### src/logic/car_consts.svh
`ifndef CAR_CONSTS_SVH
`define CAR_CONSTS_SVH

// Cycles per countdown step, four steps in COUNT
`define COUNT_STEP_TICKS 8

// Length of the STOP phase in cycles
`define STOP_HOLD_TICKS 12

// Half-period of the bar flash while reversing
`define BACK_FLASH_TICKS 4

// Cycles per position of the choose lamp
`define LAMP_TICKS 6

`endif

### src/logic/navPkg.sv
`default_nettype none

package navPkg;

    // Left, middle, right sensor; 1 means line seen
    typedef logic [2:0] roadCode;

    typedef enum logic [4:0] {
        IDLE         = 5'd0,
        START        = 5'd1,
        COUNT        = 5'd2,
        STRAIGHT     = 5'd3,
        CHOOSE       = 5'd4,
        LEFT         = 5'd5,
        RIGHT        = 5'd6,
        BACK         = 5'd7,
        LITTLE_LEFT  = 5'd8,
        LITTLE_RIGHT = 5'd9,
        STOP         = 5'd30,
        ERROR        = 5'd31
    } navState;

    localparam roadCode roadNone        = 3'b000;
    localparam roadCode roadLittleRight = 3'b001;
    localparam roadCode roadMid         = 3'b010;
    localparam roadCode roadRight       = 3'b011;
    localparam roadCode roadLittleLeft  = 3'b100;
    localparam roadCode roadSplit       = 3'b101;
    localparam roadCode roadLeft        = 3'b110;
    localparam roadCode roadFull        = 3'b111;

    // Straight running including the small corrections
    function automatic logic isStraight(navState s);
        return (s == STRAIGHT) || (s == LITTLE_LEFT) || (s == LITTLE_RIGHT);
    endfunction

endpackage

`default_nettype wire

### src/logic/panelPkg.sv
`default_nettype none

package panelPkg;

    // One seven-segment symbol, 10 to 15 are A, dash, C, D, E, F
    typedef logic [3:0] digitCode;

    // Four symbols, digit 0 in the top nibble
    typedef logic [15:0] digitWord;

    typedef logic [15:0] ledWord;

    localparam digitCode digitA    = 4'd10;
    localparam digitCode digitDash = 4'd11;
    localparam digitCode digitC    = 4'd12;
    localparam digitCode digitD    = 4'd13;
    localparam digitCode digitE    = 4'd14;
    localparam digitCode digitF    = 4'd15;

endpackage

`default_nettype wire

### src/logic/routeIf.sv
`timescale 1ns/10ps
`default_nettype none

interface routeIf;

    // Checkpoints of the current phase
    logic cp1;
    logic cp2;
    logic cp3;
    logic cp4;
    logic cp5;

    // Right-turn progress
    logic doneRight;
    logic [1:0] rightCount;

    // State taken when STOP ends
    navPkg::navState nextManoeuvre;

    modport tracker (
        output cp1, cp2, cp3, cp4, cp5, doneRight, rightCount, nextManoeuvre
    );

    modport fsm (
        input cp1, cp2, cp3, cp4, cp5, doneRight, nextManoeuvre
    );

    modport panel (
        input cp1, cp2, cp3, cp4, rightCount, nextManoeuvre
    );

endinterface

`default_nettype wire

### src/logic/checkpointTracker.sv
`timescale 1ns/10ps
`default_nettype none

module checkpointTracker (
    input  wire logic            clk,
    input  wire logic            rst,
    input  wire navPkg::navState state,
    input  wire navPkg::navState lastState,
    input  wire navPkg::roadCode road,
    routeIf.tracker              route
);

    logic prevFull;
    logic altBit;
    logic straightNow;

    assign straightNow = navPkg::isStraight(state);

    // Each flag sets on leaving the junction pattern, clears outside its phase
    always_ff @(posedge clk or posedge rst) begin
        if (rst) begin
            route.cp1 <= 1'b0;
            route.cp2 <= 1'b0;
            route.cp3 <= 1'b0;
            route.cp4 <= 1'b0;
            route.cp5 <= 1'b0;
        end else begin
            if (state == navPkg::CHOOSE && road != navPkg::roadFull) begin
                route.cp1 <= 1'b1;
            end else if (state != navPkg::CHOOSE) begin
                route.cp1 <= 1'b0;
            end

            // Fresh from the countdown counts as clear of the start line
            if (lastState == navPkg::COUNT || (straightNow && road != navPkg::roadFull)) begin
                route.cp2 <= 1'b1;
            end else if (!straightNow) begin
                route.cp2 <= 1'b0;
            end

            if (state == navPkg::LEFT && road != navPkg::roadFull) begin
                route.cp3 <= 1'b1;
            end else if (state != navPkg::LEFT) begin
                route.cp3 <= 1'b0;
            end

            if (state == navPkg::RIGHT && road != navPkg::roadFull) begin
                route.cp4 <= 1'b1;
            end else if (state != navPkg::RIGHT) begin
                route.cp4 <= 1'b0;
            end

            if (state == navPkg::LEFT && road != navPkg::roadSplit) begin
                route.cp5 <= 1'b1;
            end else if (state != navPkg::LEFT) begin
                route.cp5 <= 1'b0;
            end
        end
    end

    // Full-line edges during a right turn, saturating at two
    always_ff @(posedge clk or posedge rst) begin
        if (rst) begin
            prevFull         <= 1'b0;
            route.rightCount <= 2'd0;
            route.doneRight  <= 1'b0;
        end else begin
            prevFull <= (state == navPkg::RIGHT) && (road == navPkg::roadFull);
            if (state != navPkg::RIGHT) begin
                route.rightCount <= 2'd0;
                route.doneRight  <= 1'b0;
            end else begin
                if (route.cp4 && road == navPkg::roadFull && !prevFull &&
                    route.rightCount != 2'd2) begin
                    route.rightCount <= route.rightCount + 2'd1;
                end
                if (route.rightCount == 2'd2) begin
                    route.doneRight <= 1'b1;
                end
            end
        end
    end

    // Route memory, altBit picks the side of the next reverse search
    always_ff @(posedge clk or posedge rst) begin
        if (rst) begin
            route.nextManoeuvre <= navPkg::LEFT;
            altBit              <= 1'b0;
        end else begin
            case (state)
                navPkg::STRAIGHT, navPkg::LITTLE_LEFT, navPkg::LITTLE_RIGHT: begin
                    route.nextManoeuvre <= (road == navPkg::roadNone) ?
                                           navPkg::BACK : navPkg::STRAIGHT;
                end
                navPkg::CHOOSE: begin
                    if (road == navPkg::roadSplit) begin
                        route.nextManoeuvre <= navPkg::LEFT;
                        altBit              <= 1'b0;
                    end
                end
                navPkg::LEFT: begin
                    if (road == navPkg::roadSplit) begin
                        route.nextManoeuvre <= navPkg::RIGHT;
                    end else if (road == navPkg::roadFull) begin
                        route.nextManoeuvre <= navPkg::STRAIGHT;
                    end
                end
                navPkg::RIGHT: begin
                    if (road == navPkg::roadFull) begin
                        route.nextManoeuvre <= navPkg::STRAIGHT;
                    end
                end
                navPkg::BACK: begin
                    if (road == navPkg::roadFull) begin
                        route.nextManoeuvre <= altBit ? navPkg::RIGHT : navPkg::LEFT;
                        altBit              <= ~altBit;
                    end
                end
                default: begin
                end
            endcase
        end
    end

endmodule

`default_nettype wire

### src/logic/lineCar.sv
`timescale 1ns/10ps
`default_nettype none

module lineCar (
    input  wire logic            clk,
    input  wire logic            rst,
    input  wire logic            run,
    input  wire navPkg::roadCode road,
    output panelPkg::ledWord     led,
    output panelPkg::digitWord   digits
);

    navPkg::navState state;
    navPkg::navState lastState;

    logic       countFinish;
    logic [1:0] countStep;
    logic       countFlash;
    logic       reStart;
    logic       backFlash;

    routeIf route ();

    phaseTimers uTimers (
        .clk         (clk),
        .rst         (rst),
        .state       (state),
        .countFinish (countFinish),
        .countStep   (countStep),
        .countFlash  (countFlash),
        .reStart     (reStart),
        .backFlash   (backFlash)
    );

    checkpointTracker uTracker (
        .clk       (clk),
        .rst       (rst),
        .state     (state),
        .lastState (lastState),
        .road      (road),
        .route     (route.tracker)
    );

    navFsm uFsm (
        .clk         (clk),
        .rst         (rst),
        .run         (run),
        .road        (road),
        .countFinish (countFinish),
        .reStart     (reStart),
        .route       (route.fsm),
        .state       (state),
        .lastState   (lastState)
    );

    statusPanel uPanel (
        .clk        (clk),
        .rst        (rst),
        .state      (state),
        .road       (road),
        .countStep  (countStep),
        .countFlash (countFlash),
        .backFlash  (backFlash),
        .route      (route.panel),
        .led        (led),
        .digits     (digits)
    );

endmodule

`default_nettype wire

### src/logic/navFsm.sv
`timescale 1ns/10ps
`default_nettype none

module navFsm (
    input  wire logic            clk,
    input  wire logic            rst,
    input  wire logic            run,
    input  wire navPkg::roadCode road,
    input  wire logic            countFinish,
    input  wire logic            reStart,
    routeIf.fsm                  route,
    output navPkg::navState      state,
    output navPkg::navState      lastState
);

    navPkg::navState nextState;

    // Run switch low drops to IDLE at the edge
    always_ff @(posedge clk or posedge rst) begin
        if (rst) begin
            state     <= navPkg::IDLE;
            lastState <= navPkg::IDLE;
        end else begin
            lastState <= state;
            if (!run) begin
                state <= navPkg::IDLE;
            end else begin
                state <= nextState;
            end
        end
    end

    always_comb begin
        nextState = state;
        case (state)
            navPkg::IDLE: begin
                if (run) begin
                    nextState = navPkg::START;
                end
            end
            navPkg::START: begin
                if (road == navPkg::roadMid) begin
                    nextState = navPkg::COUNT;
                end
            end
            navPkg::COUNT: begin
                if (countFinish) begin
                    nextState = navPkg::STRAIGHT;
                end
            end
            navPkg::STRAIGHT, navPkg::LITTLE_LEFT, navPkg::LITTLE_RIGHT: begin
                case (road)
                    navPkg::roadNone:
                        nextState = navPkg::STOP;
                    navPkg::roadFull:
                        nextState = route.cp2 ? navPkg::CHOOSE : navPkg::STRAIGHT;
                    navPkg::roadRight, navPkg::roadLittleRight:
                        nextState = navPkg::LITTLE_RIGHT;
                    navPkg::roadLeft, navPkg::roadLittleLeft:
                        nextState = navPkg::LITTLE_LEFT;
                    default:
                        nextState = navPkg::STRAIGHT;
                endcase
            end
            navPkg::CHOOSE: begin
                if (road == navPkg::roadSplit) begin
                    nextState = navPkg::STOP;
                end else if (road == navPkg::roadFull && route.cp1) begin
                    nextState = navPkg::STRAIGHT;
                end
            end
            navPkg::LEFT: begin
                if ((road == navPkg::roadSplit && route.cp5) ||
                    (road == navPkg::roadFull && route.cp3)) begin
                    nextState = navPkg::STOP;
                end
            end
            navPkg::RIGHT: begin
                if (road == navPkg::roadFull && route.cp4 && route.doneRight) begin
                    nextState = navPkg::STOP;
                end else if (road == navPkg::roadSplit && route.doneRight) begin
                    nextState = navPkg::ERROR;
                end
            end
            navPkg::BACK: begin
                if (road == navPkg::roadFull) begin
                    nextState = navPkg::STOP;
                end
            end
            // Resume with the remembered manoeuvre
            navPkg::STOP: begin
                if (reStart) begin
                    nextState = route.nextManoeuvre;
                end
            end
            default: begin
                nextState = state;
            end
        endcase
    end

endmodule

`default_nettype wire

### src/logic/phaseTimers.sv
`timescale 1ns/10ps
`default_nettype none

`include "car_consts.svh"

module phaseTimers (
    input  wire logic            clk,
    input  wire logic            rst,
    input  wire navPkg::navState state,
    output logic                 countFinish,
    output logic [1:0]           countStep,
    output logic                 countFlash,
    output logic                 reStart,
    output logic                 backFlash
);

    localparam int StepW  = $clog2(`COUNT_STEP_TICKS + 1);
    localparam int HoldW  = $clog2(`STOP_HOLD_TICKS + 1);
    localparam int FlashW = $clog2(`BACK_FLASH_TICKS + 1);

    localparam logic [StepW-1:0]  StepLoad  = StepW'(`COUNT_STEP_TICKS - 1);
    localparam logic [HoldW-1:0]  HoldLoad  = HoldW'(`STOP_HOLD_TICKS - 1);
    localparam logic [FlashW-1:0] FlashLoad = FlashW'(`BACK_FLASH_TICKS - 1);

    logic [StepW-1:0]  stepCnt;
    logic [HoldW-1:0]  holdCnt;
    logic [FlashW-1:0] flashCnt;

    logic inCount;
    logic inStop;
    logic inBack;

    assign inCount = (state == navPkg::COUNT);
    assign inStop  = (state == navPkg::STOP);
    assign inBack  = (state == navPkg::BACK);

    // Countdown, four steps of COUNT_STEP_TICKS each
    always_ff @(posedge clk or posedge rst) begin
        if (rst) begin
            stepCnt    <= StepLoad;
            countStep  <= 2'd0;
            countFlash <= 1'b0;
        end else if (!inCount) begin
            stepCnt    <= StepLoad;
            countStep  <= 2'd0;
            countFlash <= 1'b0;
        end else if (stepCnt == '0) begin
            stepCnt    <= StepLoad;
            countStep  <= countStep + 2'd1;
            countFlash <= ~countFlash;
        end else begin
            stepCnt <= stepCnt - 1'b1;
        end
    end

    // Last cycle of the last step
    assign countFinish = inCount && (countStep == 2'd3) && (stepCnt == '0);

    // Stop hold
    always_ff @(posedge clk or posedge rst) begin
        if (rst) begin
            holdCnt <= HoldLoad;
        end else if (!inStop) begin
            holdCnt <= HoldLoad;
        end else if (holdCnt != '0) begin
            holdCnt <= holdCnt - 1'b1;
        end
    end

    assign reStart = inStop && (holdCnt == '0);

    // Reverse flash
    always_ff @(posedge clk or posedge rst) begin
        if (rst) begin
            flashCnt  <= FlashLoad;
            backFlash <= 1'b0;
        end else if (!inBack) begin
            flashCnt  <= FlashLoad;
            backFlash <= 1'b0;
        end else if (flashCnt == '0) begin
            flashCnt  <= FlashLoad;
            backFlash <= ~backFlash;
        end else begin
            flashCnt <= flashCnt - 1'b1;
        end
    end

endmodule

`default_nettype wire

### src/logic/statusPanel.sv
`timescale 1ns/10ps
`default_nettype none

`include "car_consts.svh"

module statusPanel (
    input  wire logic            clk,
    input  wire logic            rst,
    input  wire navPkg::navState state,
    input  wire navPkg::roadCode road,
    input  wire logic [1:0]      countStep,
    input  wire logic            countFlash,
    input  wire logic            backFlash,
    routeIf.panel                route,
    output panelPkg::ledWord     led,
    output panelPkg::digitWord   digits
);

    localparam int LampW = $clog2(`LAMP_TICKS + 1);
    localparam logic [LampW-1:0] LampLast = LampW'(`LAMP_TICKS - 1);

    logic [LampW-1:0] lampCnt;
    logic [2:0] lamp;
    logic [4:0] phaseBits;
    logic [5:0] barBits;
    logic [1:0] remaining;
    panelPkg::digitCode d0, d1, d2, d3;
    panelPkg::digitCode routeCode;

    // Rotating lamp, only runs in CHOOSE
    always_ff @(posedge clk or posedge rst) begin
        if (rst) begin
            lampCnt <= '0;
            lamp    <= 3'b001;
        end else if (state != navPkg::CHOOSE) begin
            lampCnt <= '0;
            lamp    <= 3'b001;
        end else if (lampCnt == LampLast) begin
            lampCnt <= '0;
            lamp    <= {lamp[1:0], lamp[2]};
        end else begin
            lampCnt <= lampCnt + 1'b1;
        end
    end

    always_comb begin
        case (route.nextManoeuvre)
            navPkg::STRAIGHT: routeCode = 4'd1;
            navPkg::LEFT:     routeCode = panelPkg::digitD;
            navPkg::RIGHT:    routeCode = panelPkg::digitF;
            navPkg::BACK:     routeCode = panelPkg::digitDash;
            default:          routeCode = 4'd0;
        endcase
    end

    assign remaining = 2'd3 - countStep;

    always_comb begin
        phaseBits = 5'b00000;
        barBits   = 6'b000000;
        d0 = 4'd0;
        d1 = 4'd0;
        d2 = 4'd0;
        d3 = 4'd0;
        case (state)
            navPkg::IDLE: begin
                d0 = 4'd1;
                d1 = panelPkg::digitC;
                d2 = panelPkg::digitD;
                d3 = panelPkg::digitE;
            end
            navPkg::START: begin
                phaseBits = 5'b00001;
                d0 = panelPkg::digitDash;
                d1 = panelPkg::digitDash;
                d2 = panelPkg::digitDash;
                d3 = panelPkg::digitDash;
            end
            navPkg::COUNT: begin
                phaseBits = 5'b00010;
                barBits   = countFlash ? 6'b000000 : 6'b111111;
                d0 = panelPkg::digitDash;
                d1 = panelPkg::digitDash;
                d2 = panelPkg::digitDash;
                d3 = {2'b00, remaining};
            end
            navPkg::STRAIGHT, navPkg::LITTLE_LEFT, navPkg::LITTLE_RIGHT: begin
                phaseBits = 5'b01000;
                barBits   = 6'b001100;
                d0 = panelPkg::digitA;
                d1 = 4'd2;
                d2 = panelPkg::digitDash;
                d3 = {3'b000, route.cp2};
            end
            navPkg::CHOOSE: begin
                phaseBits = {lamp, 2'b00};
                d0 = panelPkg::digitA;
                d1 = 4'd1;
                d2 = panelPkg::digitDash;
                d3 = {3'b000, route.cp1};
            end
            navPkg::LEFT: begin
                phaseBits = 5'b10000;
                barBits   = 6'b110000;
                d0 = panelPkg::digitA;
                d1 = 4'd3;
                d2 = panelPkg::digitDash;
                d3 = {3'b000, route.cp3};
            end
            navPkg::RIGHT: begin
                phaseBits = 5'b00100;
                barBits   = 6'b000011;
                d0 = 4'd4;
                d1 = {3'b000, route.cp4};
                d2 = panelPkg::digitDash;
                d3 = {2'b00, route.rightCount};
            end
            navPkg::BACK: begin
                phaseBits = 5'b01010;
                barBits   = backFlash ? 6'b000000 : 6'b111111;
                d0 = panelPkg::digitDash;
                d3 = routeCode;
            end
            navPkg::STOP: begin
                phaseBits = 5'b11100;
                barBits   = 6'b111111;
                d3 = routeCode;
            end
            navPkg::ERROR: begin
                phaseBits = 5'b11111;
            end
            default: begin
            end
        endcase
    end

    // Phase, gap, motion bar, gap, sensors
    assign led    = {phaseBits, 1'b0, barBits, 1'b0, road};
    assign digits = {d0, d1, d2, d3};

endmodule

`default_nettype wire

### config.mk
export PLATFORM = sky130hd
export DESIGN_NAME = lineCar
export DESIGN_NICKNAME = d
export VERILOG_FILES = /design/src/logic/navPkg.sv /design/src/logic/panelPkg.sv /design/src/logic/routeIf.sv /design/src/logic/checkpointTracker.sv /design/src/logic/lineCar.sv /design/src/logic/navFsm.sv /design/src/logic/phaseTimers.sv /design/src/logic/statusPanel.sv
export VERILOG_INCLUDE_DIRS = /design/src /design/src/logic
export SDC_FILE = /design/constraint.sdc
export NUM_CORES = 1
export LEC_CHECK = 0
export BUFFER_PORTS_ARGS = -buffer_cell sky130_fd_sc_hd__buf_2
export CAP_MARGIN = 30
export CORE_MARGIN = 4
export CORE_UTILIZATION = 58
export DETAILED_ROUTE_END_ITERATION = 8
export PLACE_DENSITY = 0.8
export SLEW_MARGIN = 15
export SYNTH_ARGS = -nofsm -noshare
export SYNTH_HDL_FRONTEND = slang
export SYNTH_SLANG_ARGS = --single-unit
### constraint.sdc
create_clock -name clk -period 3.1 [get_ports clk]
set_input_delay 0.155 -clock clk [delete_from_list [all_inputs] [get_ports clk]]
set_output_delay 0.155 -clock clk [all_outputs]
set_load 0.03 [all_outputs]
Word level (Yosys, flattened, before mapping) --
Cells that the tools add are included.
Operators by class: mux-type cells 61, bitwise operators 3, add/sub/neg operators 7, equality and inequality tests 46, reduce and logical (&&, ||, !) cells 48
Operators with widths (count):
- $pmux W5 S9 | 2
- $mux W5 | 14
- $pmux W6 S6 | 1
- $eq A5 B3 Y1 const B | 7
- $pmux W4 S4 | 2
- $pmux W4 S8 | 1
- $pmux W5 S5 | 1
- $mux W3 | 8
- $pmux W4 S6 | 1
- $eq A5 B2 Y1 const B | 4
- $pmux W5 S4 | 1
- $logic_and A1 B1 Y1 | 17
- $mux W1 | 17
- $mux W4 | 4
- $reduce_bool A2 Y1 | 8
- $eq A3 B3 Y1 const B | 5
- $ne A5 B3 Y1 const B | 3
- $mux W6 | 2
- $ne A3 B3 Y1 const B | 4
- $eq A5 B4 Y1 const B | 2
- $eq A5 B5 Y1 const B | 2
- $mux W2 | 5
- $ne A10 B1 Y1 const B | 1
- $ne A2 B2 Y1 const B | 5
- 28 further kinds | 48
Word-level totals: flip-flop bits (word level) 46, input bits 6

Logic depth before layout (Yosys ltp) --
depth after elaboration 6, mapped depth 8, gate-level depth less buffers 7

Cells and area by module --
Synthesis repeated with hierarchy kept, for this count alone.
Second synthesis, totals: cells, all modules 381, area, all modules 3313.2 um^2
By module, submodules not included:
- statusPanel | area each 895.9 um^2, cells an instance 120, seq. area each 151.4 um^2, times used 1
- checkpointTracker | area each 835.8 um^2, cells an instance 95, seq. area each 377.9 um^2, times used 1
- navFsm | area each 808.3 um^2, cells an instance 94, seq. area each 250.2 um^2, times used 1
- phaseTimers | area each 773.2 um^2, cells an instance 72, seq. area each 385.4 um^2, times used 1

Least setup slack after synthesis --
Ideal clock, no wire load.
path type register to output, start point register uFsm.state[1], end point output digits[15], path slack 0.759 ns, cell stages (with the launch flop) 9, data arrival time 2.186 ns, data required time 2.945 ns, buffers on the path 5, cell sequence dfrtp_1 > buf_6 > clkbuf_1 > clkbuf_1 > clkbuf_1 > xor2_1 > a21oi_1 > nor2_1 > buf_4
Between the ends: cells in the longest elaborated chain, start to end 3
Ends and longest elaborated chain:
- start, declared | RTL line navFsm.sv:12 | output navPkg::navState state,
- start signal, assigned | RTL line navFsm.sv:21 | state <= navPkg::IDLE;
- start signal, assigned | RTL line navFsm.sv:26 | state <= navPkg::IDLE;
- start signal, assigned | RTL line navFsm.sv:28 | state <= nextState;
- $eq A5 B2 Y1 (tied with other cells) | RTL line statusPanel.sv:65 | case (state)
- $reduce_or A5 Y1 (no source line) / $reduce_or A3 Y1 (equally long branches)
- $pmux W4 S4 * | RTL line statusPanel.sv:65
- end, declared | RTL line lineCar.sv:10 | output panelPkg::digitWord digits
Mark *: on every way between the ends. The rest lies on a longest branch, timed or not.

Worst setup path after layout --
start point register uTimers.holdCnt[0], end point register uFsm.state[2]
Between the ends: cells in the longest elaborated chain, start to end 4
Ends and longest elaborated chain:
- start, declared | RTL line phaseTimers.sv:26 | logic [HoldW-1:0] holdCnt;
- start signal, assigned | RTL line phaseTimers.sv:62 | holdCnt <= HoldLoad;
- start signal, assigned | RTL line phaseTimers.sv:64 | holdCnt <= HoldLoad;
- start signal, assigned | RTL line phaseTimers.sv:66 | holdCnt <= holdCnt - 1'b1;
- $logic_not A4 Y1 | RTL line phaseTimers.sv:70 | assign reStart = inStop && (holdCnt == '0);
- $logic_and A1 B1 Y1 | RTL line phaseTimers.sv:70
- $ne A3 B3 Y1 (no source line)
- $reduce_and A8 Y1 (no source line)
No other way between the ends. A chain may end at the register's enable or synchronous reset.

==> results.md <==
* Primary FF master, synth: dfrtp_1
* Detailed placement HPWL at 5367 µm
* Post-synth EDFFs at 0
* Clock skew at 0.004347 ns
* IO buf count at 35
* Fraction of registers with async set/reset at 100.0%
* Vias in the first global route at 2,491
* Die area at between 0.006 and 0.007 mm²
* Max H-tree Level at 2
* CP max FO at 5
* Fin cells at 436
* Hold Slack at 0.1439 ns
* Final Hold Vio Count at 0
* Final Critical Period at 2.681 ns
* Netlist Area Pre-Place at 0.002940 mm²
* Req. time, crit path at 3.29 ns
* Clk Latency, worst-skew pair at 0.30 ns
* Seq/Total Area, Yosys at 39.62%
* I/O pins at 38
* Max Cap Viol at 0
* Vias per cell at 6.161
* Max Freq at 372.9 MHz
* Reg2Reg Depth at 7
* CP Capture Type: flop
* Total number of vias at 2,686
* Final Instance Area at 0.003238 mm²
* Final GP Congestion at 0.9498
* DRT antenna net count at 0
* PwrDens at 850.0 mW/mm²
* Status: finished, final reports clean
* Area Growth Syn to Fin at 10.13%
* CTS Buf Count at 5
* Worst hold path type: in2reg
* Root Driver: clkbuf_8
* Hold-critical path depth at 2
* Die width at around 79 µm
* Core area at 0.004817 mm²
* Global Route Usage Sum at 25.21%
* Reg-to-Reg End: uFsm.state[2]
* Placed Cells at between 400 and 500
* Pin count of the biggest net entering global routing at 47
* Crit path arrival time at 2.87 ns
* # Post-CTS Setup Buffers at 0
* Chip Height at 79.20 µm
* Fin worst setup slack at 0.4186 ns
* Flop2flop setup slack at 0.42 ns
* Max transition margin at a little over half
* Starting Density at between 60% and 70%
* Setup_tns at 0 ns
* FP Rows at 25
* Syn Area/Cell at between 8 and 9 µm²
* Layout cells sized above 1 at between 20% and 30%
* Clock Sinks at 46
* Post-CTS resize count at 0
* Layout Nets at 381
* RSZ-0062 raised after global routing: false
* Mapped Cells at roughly 340
* Crit share post-route at 86.50%
* First-pass GRT wire length at 12,260 µm
* Placed Area at 0.003122 mm²
* Tightest Pin Transition at 0.6963 ns
* Diodes inserted at 0
* Place WS at 0.5543 ns
* Slew Viols, Final at 0
* Router iterations before antenna repair at 5
* Setup crit start kind: flop
* Distinct cell type count after synthesis at 58
* Max Root-Sink Buffers at 2
* FF+latch count, synth at 46
* Routed wire per std cell at 16.81 µm
* Setup-failing EPs final at 0
* Fillers at ~430
* Worst r2r src: uTimers.holdCnt[0]
* Hold Path Origin: run
* Leakage at 0.001526 µW
* Endpoint, Worst Hold: uFsm.state[0]
* TritonCTS clock tree: built
* Antenna violations before repair at 0
* Final global-route overflow total at 0
* Yosys Warn Count at 0
* Initial DRC Count at 263
* DRC at 0
* Peak supply drop at 0.4892 mV
* Clock-pin slew on the worst setup and hold paths at 0.08 ns
* Routed WL at 7331 µm
* Setup CP Type: reg2reg
power breakdown:
| part | switching (µW) | total (µW) | leakage (µW) | internal, µW |
|---|---|---|---|---|
| Combinational | 1020 | 1530 | 0.000881 | 510 |
| Sequential | 103 | 792 | 0.000593 | 689 |
| Clock | 193 | 434 | 0.0000524 | 241 |
per-stage QoR:
step / power, µW / utilization [%]
after detailed placement: 2308 / 64.81
final: 2752 / 67.22
after floorplan: 1968 / -
after global routing: 2923 / 67.22
after global placement: 2294 / 64.81
after CTS: 2753 / 67.22
area by class of cell:
type | instances | area, µm² | area share, %
sequential | 46 | 1165 | 35.97
timing repair buffer | 48 | 275.3 | 8.501
inverter | 14 | 52.55 | 1.623
clock inverter | 1 | 30.03 | 0.9274
clock buffer | 7 | 76.32 | 2.357
tap | 67 | 83.83 | 2.589
multi-input combinational | 253 | 1555 | 48.03
synthesized netlist by cell type, types with 2 or more instances:
cell type	instances	area, µm²
mux2i_1	10	100.1
or3_1	4	25.02
dfstp_2	11	289.0
nand2_1	28	105.1
clkbuf_1	15	56.30
nor2_1	45	168.9
o31a_1	2	17.52
dfrtp_1	35	875.8
buf_6	2	22.52
buf_4	10	75.07
nor3_1	10	50.05
o21a_1	2	15.01
and3_1	4	25.02
a221o_1	3	30.03
nand2b_1	8	50.05
nand3_2	2	20.02
inv_1	14	52.55
nand3b_1	5	37.54
a211oi_1	2	15.01
a32o_1	2	20.02
and2_1	7	43.79
o31ai_1	3	22.52
a31oi_1	3	18.77
o22ai_1	5	31.28
a21boi_0	3	22.52
nor3b_1	3	22.52
o2111ai_1	2	17.52
nand3_1	9	45.04
a221oi_1	3	26.28
or2_2	5	31.28
a21oi_1	16	80.08
a222oi_1	2	20.02
xnor2_1	8	70.07
nor2b_1	5	31.28
buf_1	2	7.510
a21o_1	3	22.52
o21ai_0	19	95.09
o311a_1	2	20.02
ha_1	7	87.58
o211ai_1	4	30.03
critical path, stage by stage (launching register included):
cell	delay [ns]
dfstp_2	0.38
inv_1	0.09
ha_1	0.21
nor3b_1	0.51
nand3_1	0.15
a222oi_1	0.56
nand3_2	0.26
o311a_1	0.42
cell families after synthesis:
| logic type | Yosys count | synth area share [%] |
|---|---|---|
| AO/OA/AOI/OAI | 82 | 18.85 |
| XOR/XNOR | 9 | 2.681 |
| adder cells (fa/ha/maj) | 7 | 2.979 |
| buffers and inverters | 45 | 7.617 |
| flip-flops | 46 | 39.62 |
| multiplexers | 11 | 3.787 |
| other | 1 | 0.1275 |
| AND/OR/NAND/NOR | 142 | 24.34 |
worst max path at each step:
stage / startpoint / to / cells past startpoint
6_report: uTimers.holdCnt[0] / uFsm.state[2] / 7
5_1_grt: uFsm.state[3] / digits[0] / 7
4_1_cts: uTimers.holdCnt[0] / uFsm.state[2] / 7
3_5_place_dp: uTimers.holdCnt[0] / uFsm.state[2] / 7
3_3_place_gp: uTimers.holdCnt[0] / uFsm.state[0] / 7
2_1_floorplan: uFsm.state[1] / digits[15] / 8
repair_timing:
| item | CTS | global route |
|---|---|---|
| endpoints found under the setup margin | 0 | 0 |
| hold buffers | 1 | 0 |
| hold endpoints to repair | 20 | 0 |
state kept, by name (all words and copies together) (netlist names), 2 cells and up:
signal and count:
uPanel.lamp 3, uTracker.route.rightCount 2, uTimers.flashCnt 3, uTimers.stepCnt 4, uTimers.holdCnt 4, uFsm.lastState 5, uFsm.state 5, uPanel.lampCnt 3
uTimers.countStep 2, uTracker.route.nextManoeuvre 5
routing by layer:
layer	GRT usage, %	up-vias	wire (µm)
li1	-	1239	-
met1	33.48	1315	3040
met2	41.25	115	3488
met3	6.009	17	649
met4	6.873	0	152
met5	0	-	0
cells in the final DEF, fill, tap and decap left out, types with 4 or more instances in the layout:
master    Yosys  layout
or2_2         5       5
ha_1          7       7
or3_1         4       4
clkbuf_8      0       5
and3_1        4       4
dfrtp_1      35      35
o21ai_0      19      19
mux2i_1      10      10
nand3b_1      5       5
o211ai_1      4       4
nor3_1       10      10
nand3_1       9       9
and2_1        7       7
xnor2_1       8       8
nand2b_1      8       8
nand2_1      28      28
a21oi_1      16      16
nor2_1       45      45
buf_4        10      12
nor2b_1       5       5
inv_1        14      13
o22ai_1       5       5
buf_2         1      35
dfstp_2      11      11
Note: power is estimated with default switching activity, not from simulation.
